==> config.mk <==
export PLATFORM = sky130hd
export DESIGN_NAME = uart_bridge_top
export DESIGN_NICKNAME = d
export VERILOG_FILES = /design/src/uart_bridge_pkg.sv /design/src/byte_fifo.sv /design/src/uart_bridge_top.sv /design/src/uart_reg_bank.sv /design/src/uart_rx.sv /design/src/uart_tx.sv
export VERILOG_INCLUDE_DIRS = /design/src
export SDC_FILE = /design/constraint.sdc
export NUM_CORES = 1
export LEC_CHECK = 0
export BUFFER_PORTS_ARGS = -buffer_cell sky130_fd_sc_hd__buf_2
export CORE_UTILIZATION = 54
export DETAILED_ROUTE_END_ITERATION = 12
export GPL_TIMING_DRIVEN = 0
export MAX_ROUTING_LAYER = met4
export PLACE_DENSITY = 0.72
export SLEW_MARGIN = 20
export SYNTH_ARGS = -nofsm -noshare
export SYNTH_HDL_FRONTEND = slang
export SYNTH_SLANG_ARGS = --single-unit
==> constraint.sdc <==
create_clock -name clk -period 7.85 [get_ports clk]
set_clock_uncertainty 0.15 [all_clocks]
set_input_delay 0.785 -clock clk [delete_from_list [all_inputs] [get_ports clk]]
set_output_delay 0.785 -clock clk [all_outputs]
set_load 0.1 [all_outputs]
==> src/bridge_settings.svh <==
/* Build-time constants of the UART register peripheral.
   Included by the package, the RTL modules and the testbench. */
`ifndef BRIDGE_SETTINGS_SVH
`define BRIDGE_SETTINGS_SVH

// Serial bit period in system clocks
`define BRIDGE_CLKS_PER_BIT 16

// Entries per byte FIFO, power of two
`define BRIDGE_FIFO_DEPTH 16

// Register map, byte addresses
`define BRIDGE_REG_CTRL   8'h00
`define BRIDGE_REG_STATUS 8'h04
`define BRIDGE_REG_TXDATA 8'h08
`define BRIDGE_REG_RXDATA 8'h0C
`define BRIDGE_REG_FIFO   8'h10

`endif

==> src/uart_bridge_pkg.sv <==
/* Shared types of the UART register peripheral: data widths,
   the host bus request, register layouts and state encodings. */
`default_nettype none
`include "bridge_settings.svh"

package uart_bridge_pkg;

    typedef logic [7:0]  byte_t;
    typedef logic [7:0]  reg_addr_t;
    typedef logic [31:0] reg_data_t;
    typedef logic [$clog2(`BRIDGE_FIFO_DEPTH + 1)-1:0] fifo_count_t;  // 0 to DEPTH

    // Host request, write and read are one-cycle strobes
    typedef struct packed {
        reg_addr_t addr;
        reg_data_t wdata;
        logic      write;
        logic      read;
    } reg_req_t;

    typedef struct packed {
        logic rsvd7;
        logic int_en_rx_rdy;
        logic int_en_tx_done;
        logic int_en_error;
        logic rsvd3;
        logic fifo_flush;  // Self-clearing
        logic rx_en;
        logic tx_en;
    } ctrl_reg_t;

    // Same order as STATUS bits 6:4
    typedef struct packed {
        logic rx_rdy;
        logic tx_done;
        logic error;
    } irq_flags_t;

    typedef struct packed {
        logic byte_done;
        logic frame_err;
        logic busy;
    } uart_event_t;

    typedef enum logic [1:0] {TX_IDLE, TX_START, TX_DATA, TX_STOP} tx_state_e;
    typedef enum logic [1:0] {RX_IDLE, RX_START, RX_DATA, RX_STOP} rx_state_e;

endpackage

`default_nettype wire

==> src/byte_fifo.sv <==
/* Synchronous byte FIFO with first-word-fall-through read data.
   Push and pop act at the clock edge; flush empties it in one cycle. */
`timescale 1ns/1ps
`default_nettype none
`include "bridge_settings.svh"

module byte_fifo import uart_bridge_pkg::*; #(
    parameter int DEPTH = `BRIDGE_FIFO_DEPTH
) (
    input  logic        clk,
    input  logic        rst,
    input  logic        flush,
    input  logic        push,
    input  logic        pop,
    input  byte_t       wdata,
    output byte_t       rdata,
    output fifo_count_t count,
    output logic        full,
    output logic        empty
);

    localparam int AW = $clog2(DEPTH);

    byte_t          mem [DEPTH];
    logic [AW-1:0]  wr_ptr;
    logic [AW-1:0]  rd_ptr;
    logic           do_push;
    logic           do_pop;

    assign full    = (count == fifo_count_t'(DEPTH));
    assign empty   = (count == '0);
    assign do_push = push && !full;   // Push on full is dropped
    assign do_pop  = pop && !empty;
    assign rdata   = mem[rd_ptr];     // Head of queue, valid when not empty

    always_ff @(posedge clk) begin
        if (do_push) begin
            mem[wr_ptr] <= wdata;
        end
    end

    // Pointers wrap on their own since DEPTH is a power of two
    always_ff @(posedge clk) begin
        if (rst || flush) begin
            wr_ptr <= '0;
            rd_ptr <= '0;
            count  <= '0;
        end else begin
            if (do_push) wr_ptr <= wr_ptr + 1'b1;
            if (do_pop)  rd_ptr <= rd_ptr + 1'b1;
            case ({do_push, do_pop})
                2'b10:   count <= count + 1'b1;
                2'b01:   count <= count - 1'b1;
                default: count <= count;
            endcase
        end
    end

    a_count_bound: assert property (@(posedge clk) disable iff (rst)
        count <= fifo_count_t'(DEPTH));

endmodule

`default_nettype wire

==> src/uart_bridge_top.sv <==
/* Top level of the UART peripheral. Connects the register bank, the TX and
   RX byte FIFOs, the transmitter and the receiver. */
`timescale 1ns/1ps
`default_nettype none
`include "bridge_settings.svh"

module uart_bridge_top import uart_bridge_pkg::*; (
    input  logic      clk,
    input  logic      rst,
    input  reg_req_t  reg_req,
    output reg_data_t reg_rdata,
    output logic      uart_txd,
    input  logic      uart_rxd,
    output logic      irq
);

    ctrl_reg_t   ctrl;
    logic        tx_push;
    byte_t       tx_wdata;
    logic        tx_pop;
    byte_t       tx_head;
    fifo_count_t tx_count;
    logic        tx_full;
    logic        tx_empty;
    logic        tx_busy;
    logic        tx_frame_done;
    logic        rx_push;
    logic        rx_pop;
    byte_t       rx_byte;    // Receiver shift register
    byte_t       rx_head;    // RX FIFO head
    fifo_count_t rx_count;
    logic        rx_full;
    uart_event_t rx_events;

    uart_reg_bank u_reg_bank (
        .clk(clk), .rst(rst),
        .reg_req(reg_req), .reg_rdata(reg_rdata),
        .ctrl(ctrl),
        .tx_push(tx_push), .tx_data(tx_wdata),
        .rx_pop(rx_pop), .rx_push(rx_push),
        .rx_data(rx_head), .rx_events(rx_events), .rx_full(rx_full),
        .tx_busy(tx_busy), .tx_frame_done(tx_frame_done), .tx_full(tx_full),
        .tx_count(tx_count), .rx_count(rx_count),
        .irq(irq)
    );

    byte_fifo #(.DEPTH(`BRIDGE_FIFO_DEPTH)) u_tx_fifo (
        .clk(clk), .rst(rst), .flush(ctrl.fifo_flush),
        .push(tx_push), .pop(tx_pop), .wdata(tx_wdata),
        .rdata(tx_head), .count(tx_count), .full(tx_full), .empty(tx_empty)
    );

    byte_fifo #(.DEPTH(`BRIDGE_FIFO_DEPTH)) u_rx_fifo (
        .clk(clk), .rst(rst), .flush(ctrl.fifo_flush),
        .push(rx_push), .pop(rx_pop), .wdata(rx_byte),
        .rdata(rx_head), .count(rx_count), .full(rx_full), .empty()
    );

    uart_tx u_uart_tx (
        .clk(clk), .rst(rst), .tx_en(ctrl.tx_en),
        .fifo_data(tx_head), .fifo_empty(tx_empty), .fifo_pop(tx_pop),
        .busy(tx_busy), .frame_done(tx_frame_done), .txd(uart_txd)
    );

    uart_rx u_uart_rx (
        .clk(clk), .rst(rst), .rx_en(ctrl.rx_en), .rxd(uart_rxd),
        .data(rx_byte), .events(rx_events)
    );

endmodule

`default_nettype wire

==> src/uart_reg_bank.sv <==
/* Register bank on the strobe bus: CTRL, STATUS, TXDATA, RXDATA and FIFO.
   Holds the sticky interrupt flags and drives the registered irq. */
`timescale 1ns/1ps
`default_nettype none
`include "bridge_settings.svh"

module uart_reg_bank import uart_bridge_pkg::*; (
    input  logic        clk,
    input  logic        rst,
    input  reg_req_t    reg_req,
    output reg_data_t   reg_rdata,
    output ctrl_reg_t   ctrl,
    output logic        tx_push,
    output byte_t       tx_data,
    output logic        rx_pop,
    output logic        rx_push,
    input  byte_t       rx_data,
    input  uart_event_t rx_events,
    input  logic        rx_full,
    input  logic        tx_busy,
    input  logic        tx_frame_done,
    input  logic        tx_full,
    input  fifo_count_t tx_count,
    input  fifo_count_t rx_count,
    output logic        irq
);

    irq_flags_t flags;
    irq_flags_t flag_set;
    irq_flags_t flag_clr;
    irq_flags_t irq_en;
    reg_data_t  rdata_next;
    logic       rx_avail;
    logic       overrun;
    logic       ctrl_wr;
    logic       status_wr;

    assign rx_avail  = (rx_count != '0);
    assign ctrl_wr   = reg_req.write && (reg_req.addr == `BRIDGE_REG_CTRL);
    assign status_wr = reg_req.write && (reg_req.addr == `BRIDGE_REG_STATUS);

    assign tx_push = reg_req.write && (reg_req.addr == `BRIDGE_REG_TXDATA);
    assign tx_data = reg_req.wdata[7:0];
    assign rx_pop  = reg_req.read && (reg_req.addr == `BRIDGE_REG_RXDATA) && rx_avail;

    // Receiver strobes, a byte into a full FIFO is lost
    assign rx_push = rx_events.byte_done && !rx_full;
    assign overrun = rx_events.byte_done && rx_full;

    assign flag_set = '{rx_rdy: rx_push, tx_done: tx_frame_done,
                        error: rx_events.frame_err || overrun};
    assign flag_clr = status_wr ? irq_flags_t'(reg_req.wdata[6:4]) : '0;  // Write one to clear
    assign irq_en   = '{rx_rdy: ctrl.int_en_rx_rdy, tx_done: ctrl.int_en_tx_done,
                        error: ctrl.int_en_error};

    always_ff @(posedge clk) begin
        if (rst) begin
            ctrl  <= '0;
            flags <= '0;
            irq   <= 1'b0;
        end else begin
            if (ctrl_wr) begin
                ctrl <= ctrl_reg_t'(reg_req.wdata[7:0] & 8'h77);  // Bits 3 and 7 stay zero
            end else begin
                ctrl.fifo_flush <= 1'b0;
            end
            flags <= (flags & ~flag_clr) | flag_set;   // New event beats a clear
            irq   <= |(flags & irq_en);
        end
    end

    always_comb begin
        case (reg_req.addr)
            `BRIDGE_REG_CTRL:   rdata_next = {24'b0, ctrl};
            `BRIDGE_REG_STATUS: rdata_next = {25'b0, flags, 1'b0, tx_full, rx_avail, tx_busy};
            `BRIDGE_REG_RXDATA: rdata_next = {24'b0, rx_avail ? rx_data : 8'h00};
            `BRIDGE_REG_FIFO:   rdata_next = {19'b0, tx_count, 3'b0, rx_count};
            default:            rdata_next = '0;
        endcase
    end

    // Read data holds until the next read strobe
    always_ff @(posedge clk) begin
        if (rst) begin
            reg_rdata <= '0;
        end else if (reg_req.read) begin
            reg_rdata <= rdata_next;
        end
    end

    // Receiver reports a byte only after it has gone back to idle
    a_done_idle: assert property (@(posedge clk) disable iff (rst)
        rx_events.byte_done |-> !rx_events.busy);

endmodule

`default_nettype wire

==> src/uart_rx.sv <==
/* 8N1 deserializer. Finds the start edge on a synchronized line,
   samples mid-bit and reports each byte or framing error as a strobe. */
`timescale 1ns/1ps
`default_nettype none
`include "bridge_settings.svh"

module uart_rx import uart_bridge_pkg::*; (
    input  logic        clk,
    input  logic        rst,
    input  logic        rx_en,
    input  logic        rxd,
    output byte_t       data,
    output uart_event_t events
);

    localparam int CNT_W = $clog2(`BRIDGE_CLKS_PER_BIT);

    logic [1:0]       sync;      // Two-flop synchronizer
    logic             rxd_s;
    logic             rxd_d;     // Previous synchronized level, for edge detect
    rx_state_e        state;
    logic [CNT_W-1:0] bit_cnt;
    logic [2:0]       bit_idx;
    byte_t            shreg;
    logic             sample;
    logic             done_q;
    logic             err_q;

    assign rxd_s = sync[1];

    // Half a bit in START, full bit periods afterwards
    assign sample = (state == RX_START) ? (bit_cnt == CNT_W'(`BRIDGE_CLKS_PER_BIT / 2 - 1))
                                        : (bit_cnt == CNT_W'(`BRIDGE_CLKS_PER_BIT - 1));

    always_ff @(posedge clk) begin
        if (rst) begin
            sync  <= 2'b11;   // Line idles high
            rxd_d <= 1'b1;
        end else begin
            sync  <= {sync[0], rxd};
            rxd_d <= rxd_s;
        end
    end

    always_ff @(posedge clk) begin
        if (rst) begin
            state   <= RX_IDLE;
            bit_cnt <= '0;
            bit_idx <= '0;
            done_q  <= 1'b0;
            err_q   <= 1'b0;
        end else begin
            done_q  <= 1'b0;
            err_q   <= 1'b0;
            bit_cnt <= (state == RX_IDLE || sample) ? '0 : bit_cnt + 1'b1;
            case (state)
                RX_IDLE: if (rx_en && rxd_d && !rxd_s) state <= RX_START;
                RX_START: if (sample) begin
                    state   <= rxd_s ? RX_IDLE : RX_DATA;   // Glitch returns to idle
                    bit_idx <= '0;
                end
                RX_DATA: if (sample) begin
                    bit_idx <= bit_idx + 1'b1;
                    if (bit_idx == 3'd7) state <= RX_STOP;
                end
                RX_STOP: if (sample) begin
                    state  <= RX_IDLE;
                    done_q <= rxd_s;
                    err_q  <= !rxd_s;   // Low stop bit
                end
                default: state <= RX_IDLE;
            endcase
        end
    end

    always_ff @(posedge clk) begin
        if (state == RX_DATA && sample) begin
            shreg <= {rxd_s, shreg[7:1]};   // LSB arrives first
        end
    end

    assign data   = shreg;
    assign events = '{byte_done: done_q, frame_err: err_q, busy: (state != RX_IDLE)};

    a_one_outcome: assert property (@(posedge clk) disable iff (rst)
        (done_q || err_q) |-> !(done_q && err_q) && $past(state == RX_STOP));

endmodule

`default_nettype wire

==> src/uart_tx.sv <==
/* 8N1 serializer. Pulls a byte from the TX FIFO whenever idle and
   enabled, sends it LSB first and pulses frame_done after the stop bit. */
`timescale 1ns/1ps
`default_nettype none
`include "bridge_settings.svh"

module uart_tx import uart_bridge_pkg::*; (
    input  logic  clk,
    input  logic  rst,
    input  logic  tx_en,
    input  byte_t fifo_data,
    input  logic  fifo_empty,
    output logic  fifo_pop,
    output logic  busy,
    output logic  frame_done,
    output logic  txd
);

    localparam int CNT_W = $clog2(`BRIDGE_CLKS_PER_BIT);

    tx_state_e        state;
    logic [CNT_W-1:0] bit_cnt;   // Clocks into the current bit
    logic [2:0]       bit_idx;
    byte_t            shreg;
    logic             bit_end;

    assign bit_end    = (bit_cnt == CNT_W'(`BRIDGE_CLKS_PER_BIT - 1));
    assign fifo_pop   = (state == TX_IDLE) && tx_en && !fifo_empty;
    assign busy       = (state != TX_IDLE);
    assign frame_done = (state == TX_STOP) && bit_end;

    always_ff @(posedge clk) begin
        if (fifo_pop) begin
            shreg <= fifo_data;
        end else if (bit_end && (state == TX_START || state == TX_DATA)) begin
            shreg <= shreg >> 1;   // Next bit moves to shreg[0]
        end
    end

    always_ff @(posedge clk) begin
        if (rst) begin
            state   <= TX_IDLE;
            bit_cnt <= '0;
            bit_idx <= '0;
            txd     <= 1'b1;
        end else begin
            bit_cnt <= (state == TX_IDLE || bit_end) ? '0 : bit_cnt + 1'b1;
            case (state)
                TX_IDLE: if (fifo_pop) begin
                    state <= TX_START;
                    txd   <= 1'b0;   // Start bit
                end
                TX_START: if (bit_end) begin
                    state   <= TX_DATA;
                    bit_idx <= '0;
                    txd     <= shreg[0];
                end
                TX_DATA: if (bit_end) begin
                    if (bit_idx == 3'd7) begin
                        state <= TX_STOP;
                        txd   <= 1'b1;
                    end else begin
                        bit_idx <= bit_idx + 1'b1;
                        txd     <= shreg[0];
                    end
                end
                TX_STOP: if (bit_end) state <= TX_IDLE;
                default: state <= TX_IDLE;
            endcase
        end
    end

    // A pop starts the start bit at the very next edge
    a_pop_idle: assert property (@(posedge clk) disable iff (rst)
        fifo_pop |=> (busy && !txd));

endmodule

`default_nettype wire
==> summary.md, run 1 <==
| Metric | Value |
|---|---|
| Synth Register Bits | `353` |
| Cells after synthesis | `938` |
| Most common cell after layout, fill and taps aside | `edfxtp_1` |
| Clk pin slew, worst setup/hold paths | `0.06 ns` |
| Slowest stage delay, CP | `0.52 ns` |
| Core Box Area | `0.0264 mm^2` |
| Slowest-stage cell, CP | `nor4b_4` |
| Final-report hold violation count | `0` |
| GPL Wtd Cong | `0.823` |
| Final WL | `30500 um` |
| Top cells by area, synth | `edfxtp_1 56%, dfxtp_1 11%, mux4_2 9.4%, ha_1 2.3%, mux2i_1 2.0%` |
| Comb pwr share | `0.029` |
| CTS max path bufs | `3` |
| N_diodes | `0` |
| Worst vdd ir | `0.000228 V` |
| Type of origin of the critical path | `primary input` |
| Num Clock Sinks | `353` |
| Yosys Warn Count | `0` |
| Total Power | `4.00 mW` |
| # DRC | `0` |
| CP endpoint kind | `flop` |
| Average wire per standard cell | `21.8 um` |
| Mean Syn Cell Area | `15.6 um^2` |
| Arr. time, crit path | `4.09 ns` |
| Worst Max-Slew Pin Slew | `1.07 ns` |
| Iter 0 DRT Violations | `782` |
| Cts repair resizes | `0` |
| Unique masters post-synth | `71` |
| Fin Setup TNS | `0 ns` |
| CP max FO | `8` |
| Final design utilization | `0.635` |
| Clock period minus worst slack | `3.79 ns` |
| Number of endpoints failing setup at the final stage | `0` |
| Grt total ovfl | `0` |
| Path type of the worst min-delay path | `flop to flop` |
| Io pins | `79` |
| Cell taking the most area after synthesis | `edfxtp_1` |
| Final non-filler cell total | `1400` |
| Most common cell on crit path | `a21oi_1` |
| Register Area | `0.00979 mm^2` |
| Reg-to-Reg Start | `u_tx_fifo.count[2]` |
| Final worst path period share | `0.483` |
| Pin count of the biggest net entering global routing | `19` |
| CTS tree | `yes` |
| Leakage | `5.59 nW` |
| Initial antenna violation count | `0` |
| Share of layout cells above drive strength 1 | `0.232` |
| H-Tree Depth | `2` |
| CTS Buf Count | `38` |
| Worst skew pair latency | `0.53 ns` |
| Die Y | `167 um` |
| Area Growth Syn to Fin | `14.1%` |
| Sw frac | `0.204` |
| Filler Cells Inserted | `1898` |
| Mapped cell area | `0.0147 mm^2` |
| P_int | `3.19 mW` |
| Cell Count Post-Placement | `1330` |
| Crit path required time | `8.15 ns` |
| DP Wirelength | `19700 um` |
| Share of async-settable or async-resettable flops after synthesis | `0` |
| Critical path class | `primary input to flop` |
| EDFF count, synth | `272` |
| Slew Limit Fails | `0` |
| Fin nets | `1107` |
| Vias per cell | `5.86` |
| Cell Rows | `59` |
| Die area | `0.0278 mm^2` |
| Post-CTS setup buffers | `0` |
| Clk pwr share | `0.470` |
| Via count | `8203` |
| CP cell instances | `buf_2 -> or3_4 -> nor4b_4 -> and2_2 -> buf_4 -> inv_1 -> ha_1 -> clkbuf_1 -> xor2_1 -> ha_1 -> a21oi_1 -> a32o_1 -> a21oi_1 -> or3_1 -> a21oi_1` |
| Post-DP Area | `0.0154 mm^2` |
| Most frequent cells in the layout | `272 x edfxtp_1, 81 x dfxtp_1, 66 x nor2_1, 61 x mux4_2, 52 x nand2_1` |
| I/O Buffers | `35` |
| Sequential power share | `0.500` |
| GRT Total Usage | `0.233` |
| Worst Hold Slack | `0.276 ns` |
| First-pass GRT wire length | `47200 um` |
| Synth top area share | `0.557` |
| Ys flop type | `edfxtp_1` |
| Worst hold start | `u_uart_rx.sync[0]` |
| CP startpoint | `reg_req[35]` |
| Post-CTS Hold Buffers | `0` |
| Worst slack, placed | `3.64 ns` |
| First-pass iteration count of the detailed router | `5` |
| Die X | `167 um` |
| Final WS setup | `4.06 ns` |
| Vias in the first global route | `8073` |
| Maxcap violations | `0` |
| Status | `finished clean` |
| Clock root buffer | `clkbuf_16` |
| RSZ-0062 raised after global routing | `false` |
| Final instance area | `0.0167 mm^2` |
| FMAX | `264 MHz` |
| Psw | `0.815 mW` |
| Register area share after synthesis | `0.668` |
| Initial Util | `0.556` |
| Worst slew margin | `0.283` |
| Multi-input gate area | `0.00447 mm^2` |
| Detail Route Antenna Nets | `0` |
| Pwr dens | `239 mW/mm^2` |
cells in the mapped netlist (19+ instances only):
cell type,n
mux2i_1,30
mux4_2,61
buf_4,28
clkbuf_1,23
nand3_1,19
dfxtp_1,81
nand2_1,52
edfxtp_1,272
a21oi_1,32
nor2_1,68
ha_1,27
final timing paths:
check / end / slack, ns / cells after the start
setup reg to reg: u_tx_fifo.count[4] / 4.15 / 15
hold / removal: u_uart_rx.sync[1] / 0.28 / 1
hold reg to reg: u_uart_rx.sync[1] / 0.28 / 1
setup / recovery: u_tx_fifo.count[4] / 4.06 / 15
power groups by stage:
stage / combinational, mW / sequential [mW] / clock (mW)
6_report: 0.118 / 2.00 / 1.88
5_1_grt: 0.126 / 2.00 / 1.99
4_1_cts: 0.118 / 2.00 / 1.91
3_5_place_dp: 0.118 / 2.04 / 0
3_3_place_gp: 0.115 / 2.04 / 0
2_1_floorplan: 0.0798 / 2.05 / 0
cell families (layout without fill, tap and decap cells):
kind of cell	Yosys count	after routing	synth area share
XOR/XNOR	25	25	0.0149
buffers and inverters	88	197	0.0353
other	1	19	0.000256
adder cells (fa/ha/maj)	27	27	0.0230
flip-flops	353	353	0.668
multiplexers	103	103	0.125
AO/OA/AOI/OAI	109	109	0.0510
AND/OR/NAND/NOR	232	232	0.0823
layout make-up:
type	count	share of cell area
well taps	335	0.0251
repair buffers	39	0.0125
multi-input cells	515	0.267
clock inverters	20	0.0176
clock buffers	50	0.0614
flip-flops and latches	353	0.585
inverters	17	0.00382
plain buffers	71	0.0272
sequential cells by signal, summed over array words and instances (netlist names), 5 cells and up, named ones only:
register              count
u_reg_bank.ctrl           6
u_tx_fifo.count           5
u_uart_rx.data            8
u_tx_fifo.mem           128
u_rx_fifo.mem           128
u_uart_tx.shreg           8
u_rx_fifo.count           5
u_reg_bank.reg_rdata     13
critical path, delay by kind of cell:
kind                     cells  cell delay, ns
buffers and inverters        4            0.48
AND/OR/NAND/NOR              4            1.55
XOR/XNOR                     1            0.19
AO/OA/AOI/OAI                4            0.72
adder cells (fa/ha/maj)      2            0.36
layer usage:
metal	vias up	global-route usage	wire length, um	share of wire
met4	0	0.0624	637	0.021
met5	-	-	0	0
met1	4123	0.324	13600	0.45
met2	268	0.361	14600	0.48
met3	55	0.0352	1700	0.056
li1	3757	-	-	-
Note: power is estimated with default switching activity, not from simulation.
==> inputs of run 2 (changes only) <==
==> constraint.sdc (replaced) <==
create_clock -name clk -period 3.5 [get_ports clk]
set_clock_uncertainty 0.15 [all_clocks]
set_input_delay 0.35 -clock clk [delete_from_list [all_inputs] [get_ports clk]]
set_output_delay 0.35 -clock clk [all_outputs]
set_load 0.1 [all_outputs]
==> summary.md, run 2 (synthesis gave the netlist of run 1 again) <==
| Metric | Value |
|---|---|
| Worst Max-Slew Pin Slew | `1.13 ns (was 1.07 ns)` |
| R2r endpoint | `u_tx_fifo.count[4] (unchanged)` |
| I/O Buffers | `35 (unchanged)` |
| Reg-to-reg setup timing slack | `0.26 ns (was 4.15 ns)` |
| Crit path required time | `3.80 ns (was 8.15 ns)` |
| Pin count of the biggest net entering global routing | `19 (unchanged)` |
| Multi-input gate area | `0.00448 mm^2 (was 0.00447 mm^2)` |
| Most common cell after layout, fill and taps aside | `edfxtp_1 (unchanged)` |
| WL met1 | `13700 um (was 13600 um)` |
| Pwr dens | `537 mW/mm^2 (was 239 mW/mm^2)` |
| Reg-to-Reg Start | `u_tx_fifo.count[1] (was u_tx_fifo.count[2])` |
| Arr. time, crit path | `3.54 ns (was 4.09 ns)` |
| Cell Count Post-Placement | `1330 (unchanged)` |
| H-Tree Depth | `2 (unchanged)` |
| Iter 0 DRT Violations | `807 (was 782)` |
| Core Box Area | `0.0264 mm^2 (unchanged)` |
| DP Wirelength | `19700 um (unchanged)` |
| First-pass iteration count of the detailed router | `5 (unchanged)` |
| Most frequent cells in the layout | `272 x edfxtp_1, 81 x dfxtp_1, 66 x nor2_1, 61 x mux4_2, 52 x nand2_1 (unchanged)` |
| Worst vdd ir | `0.000512 V (was 0.000228 V)` |
| Initial Util | `0.556 (unchanged)` |
| Leakage | `5.60 nW (was 5.59 nW)` |
| Clock period minus worst slack | `3.24 ns` |
| Worst hold start | `reg_req[9] (was u_uart_rx.sync[0])` |
| Maxcap violations | `0 (unchanged)` |
| Io pins | `79 (unchanged)` |
| Final-report hold violation count | `0 (unchanged)` |
| Final worst path period share | `0.925` |
| Clock root buffer | `clkbuf_16 (unchanged)` |
| Slew Limit Fails | `0 (unchanged)` |
| Final non-filler cell total | `1399 (was 1400)` |
| Vias per cell | `5.85 (was 5.86)` |
| Worst slew margin | `0.243 (was 0.283)` |
| Clk pin slew, worst setup/hold paths | `0.06 ns (about the same)` |
| Post-CTS setup buffers | `0 (unchanged)` |
| Cell Rows | `59 (unchanged)` |
| GPL Wtd Cong | `0.823 (unchanged)` |
| CTS tree | `yes (unchanged)` |
| Final WS setup | `0.264 ns (was 4.06 ns)` |
| First-pass GRT wire length | `47300 um (was 47200 um)` |
| # DRC | `0 (unchanged)` |
| Hold Path End | `u_tx_fifo.mem[0][7] (was u_uart_rx.sync[1])` |
| Worst skew pair latency | `0.53 ns (about the same)` |
| CTS Buf Count | `38 (unchanged)` |
| Status | `finished clean (unchanged)` |
| Vias in the first global route | `8099 (was 8073)` |
| Detail Route Antenna Nets | `0 (unchanged)` |
| CP endpoint kind | `flop (unchanged)` |
| CP max FO | `8 (unchanged)` |
| Die Y | `167 um (unchanged)` |
| FMAX | `309 MHz` |
| Hold path depth | `1 (unchanged)` |
| Via count | `8187 (was 8203)` |
| Final design utilization | `0.635 (about the same)` |
| Final WL | `30600 um (was 30500 um)` |
| N_diodes | `0 (unchanged)` |
| Num Clock Sinks | `353 (unchanged)` |
| Top layer in use | `met4 (unchanged)` |
| GRT Total Usage | `0.233 (about the same)` |
| Die X | `167 um (unchanged)` |
| Filler Cells Inserted | `1894 (was 1898)` |
| Type of origin of the critical path | `flop (was primary input)` |
| Share of layout cells above drive strength 1 | `0.237 (was 0.232)` |
| Critical path class | `flop to flop (was primary input to flop)` |
| Area Growth Syn to Fin | `14.2% (was 14.1%)` |
| Fin Setup TNS | `0 ns (unchanged)` |
| CP startpoint | `u_tx_fifo.count[1] (was reg_req[35])` |
| CTS max path bufs | `3 (unchanged)` |
| Number of endpoints failing setup at the final stage | `0 (unchanged)` |
| Worst-case reg-to-reg path depth | `13 (was 15)` |
| WL met2 | `14500 um (was 14600 um)` |
| Grt total ovfl | `0 (unchanged)` |
| Top flop regs | `u_rx_fifo.mem x128, u_tx_fifo.mem x128, u_reg_bank.reg_rdata x13 (unchanged)` |
| Path type of the worst min-delay path | `primary input to flop (was flop to flop)` |
| RSZ-0062 raised after global routing | `false (unchanged)` |
| Metal3 WL | `1750 um (was 1700 um)` |
| Fin nets | `1106 (was 1107)` |
| Die area | `0.0278 mm^2 (unchanged)` |
| Worst slack, placed | `-0.279 ns (was 3.64 ns)` |
| Register Area | `0.00979 mm^2 (unchanged)` |
| Initial antenna violation count | `0 (unchanged)` |
| Average wire per standard cell | `21.9 um (was 21.8 um)` |
==> run 2: cell types whose count changed in the layout (fill, tap and decap cells not counted) <==
cell and change:
a21boi_0 -1, a21boi_1 +1, a21oi_1 -2, a21oi_2 +2
clkbuf_1 -3, clkbuf_2 +1, dlygate4sd3_1 +1, ha_1 -1
ha_2 +1, nor4_1 -1, nor4_2 +1
==> run 2: layout make-up <==
| class | instances | area share |
|---|---|---|
| tap | 335 | 0.0250 |
| timing repair buffer | 40 | 0.0131 |
| inverter | 17 | 0.00381 |
| multi-input combinational | 515 | 0.268 |
| clock buffer | 50 | 0.0613 |
| clock inverter | 20 | 0.0176 |
| buffer | 69 | 0.0268 |
| sequential | 353 | 0.585 |
==> run 2: per-stage QoR <==
step	power (mW)	instance area [um^2]	hold WS (ns)
after global routing	9.23	16700	0.0504
after floorplan	4.78	14700	0.239
after CTS	9.03	16700	0.0364
after global placement	4.84	15300	0.256
after detailed placement	4.84	15400	0.263
final	8.98	16700	0.0530
==> run 2: how the worst max path moves through the flow <==
stage,endpoint,cells after the start
CTS,u_tx_fifo.count[4],15
detailed placement,u_tx_fifo.count[4],15
finish,u_tx_fifo.count[4],13
global placement,u_tx_fifo.count[4],15
floorplan,u_tx_fifo.count[4],14
global route,u_rx_fifo.count[2],12
==> run 2: what timing repair did <==
action / 4_1_cts / 5_1_grt
endpoints found under the setup margin: 1 / 3
hold buffers: 1 / 0
resized for setup: 2 / 5
endpoints found under the hold margin: 1 / 0
gates cloned: 0 / 0
==> run 2: worst max-delay path, stage by stage (launching register included) <==
cell	delay, ns
dfxtp_1	0.30
buf_6	0.13
or4_1	0.53
o21ai_2	0.17
or2_2	0.17
inv_2	0.09
ha_1	0.31
xor2_1	0.18
ha_1	0.20
a21oi_2	0.19
a32o_1	0.21
a21oi_1	0.06
or3_1	0.32
a21oi_1	0.14
==> run 2: per-layer routing <==
layer	vias to the layer above	track usage
met4	0	0.0624
met2	260	0.362
met1	4119	0.325
met5	-	-
met3	52	0.0352
li1	3756	-
==> run 2: power by group <==
group	internal, mW	switching, mW
registers	4.48	0.00615
clock network	2.60	1.62
logic	0.0631	0.204
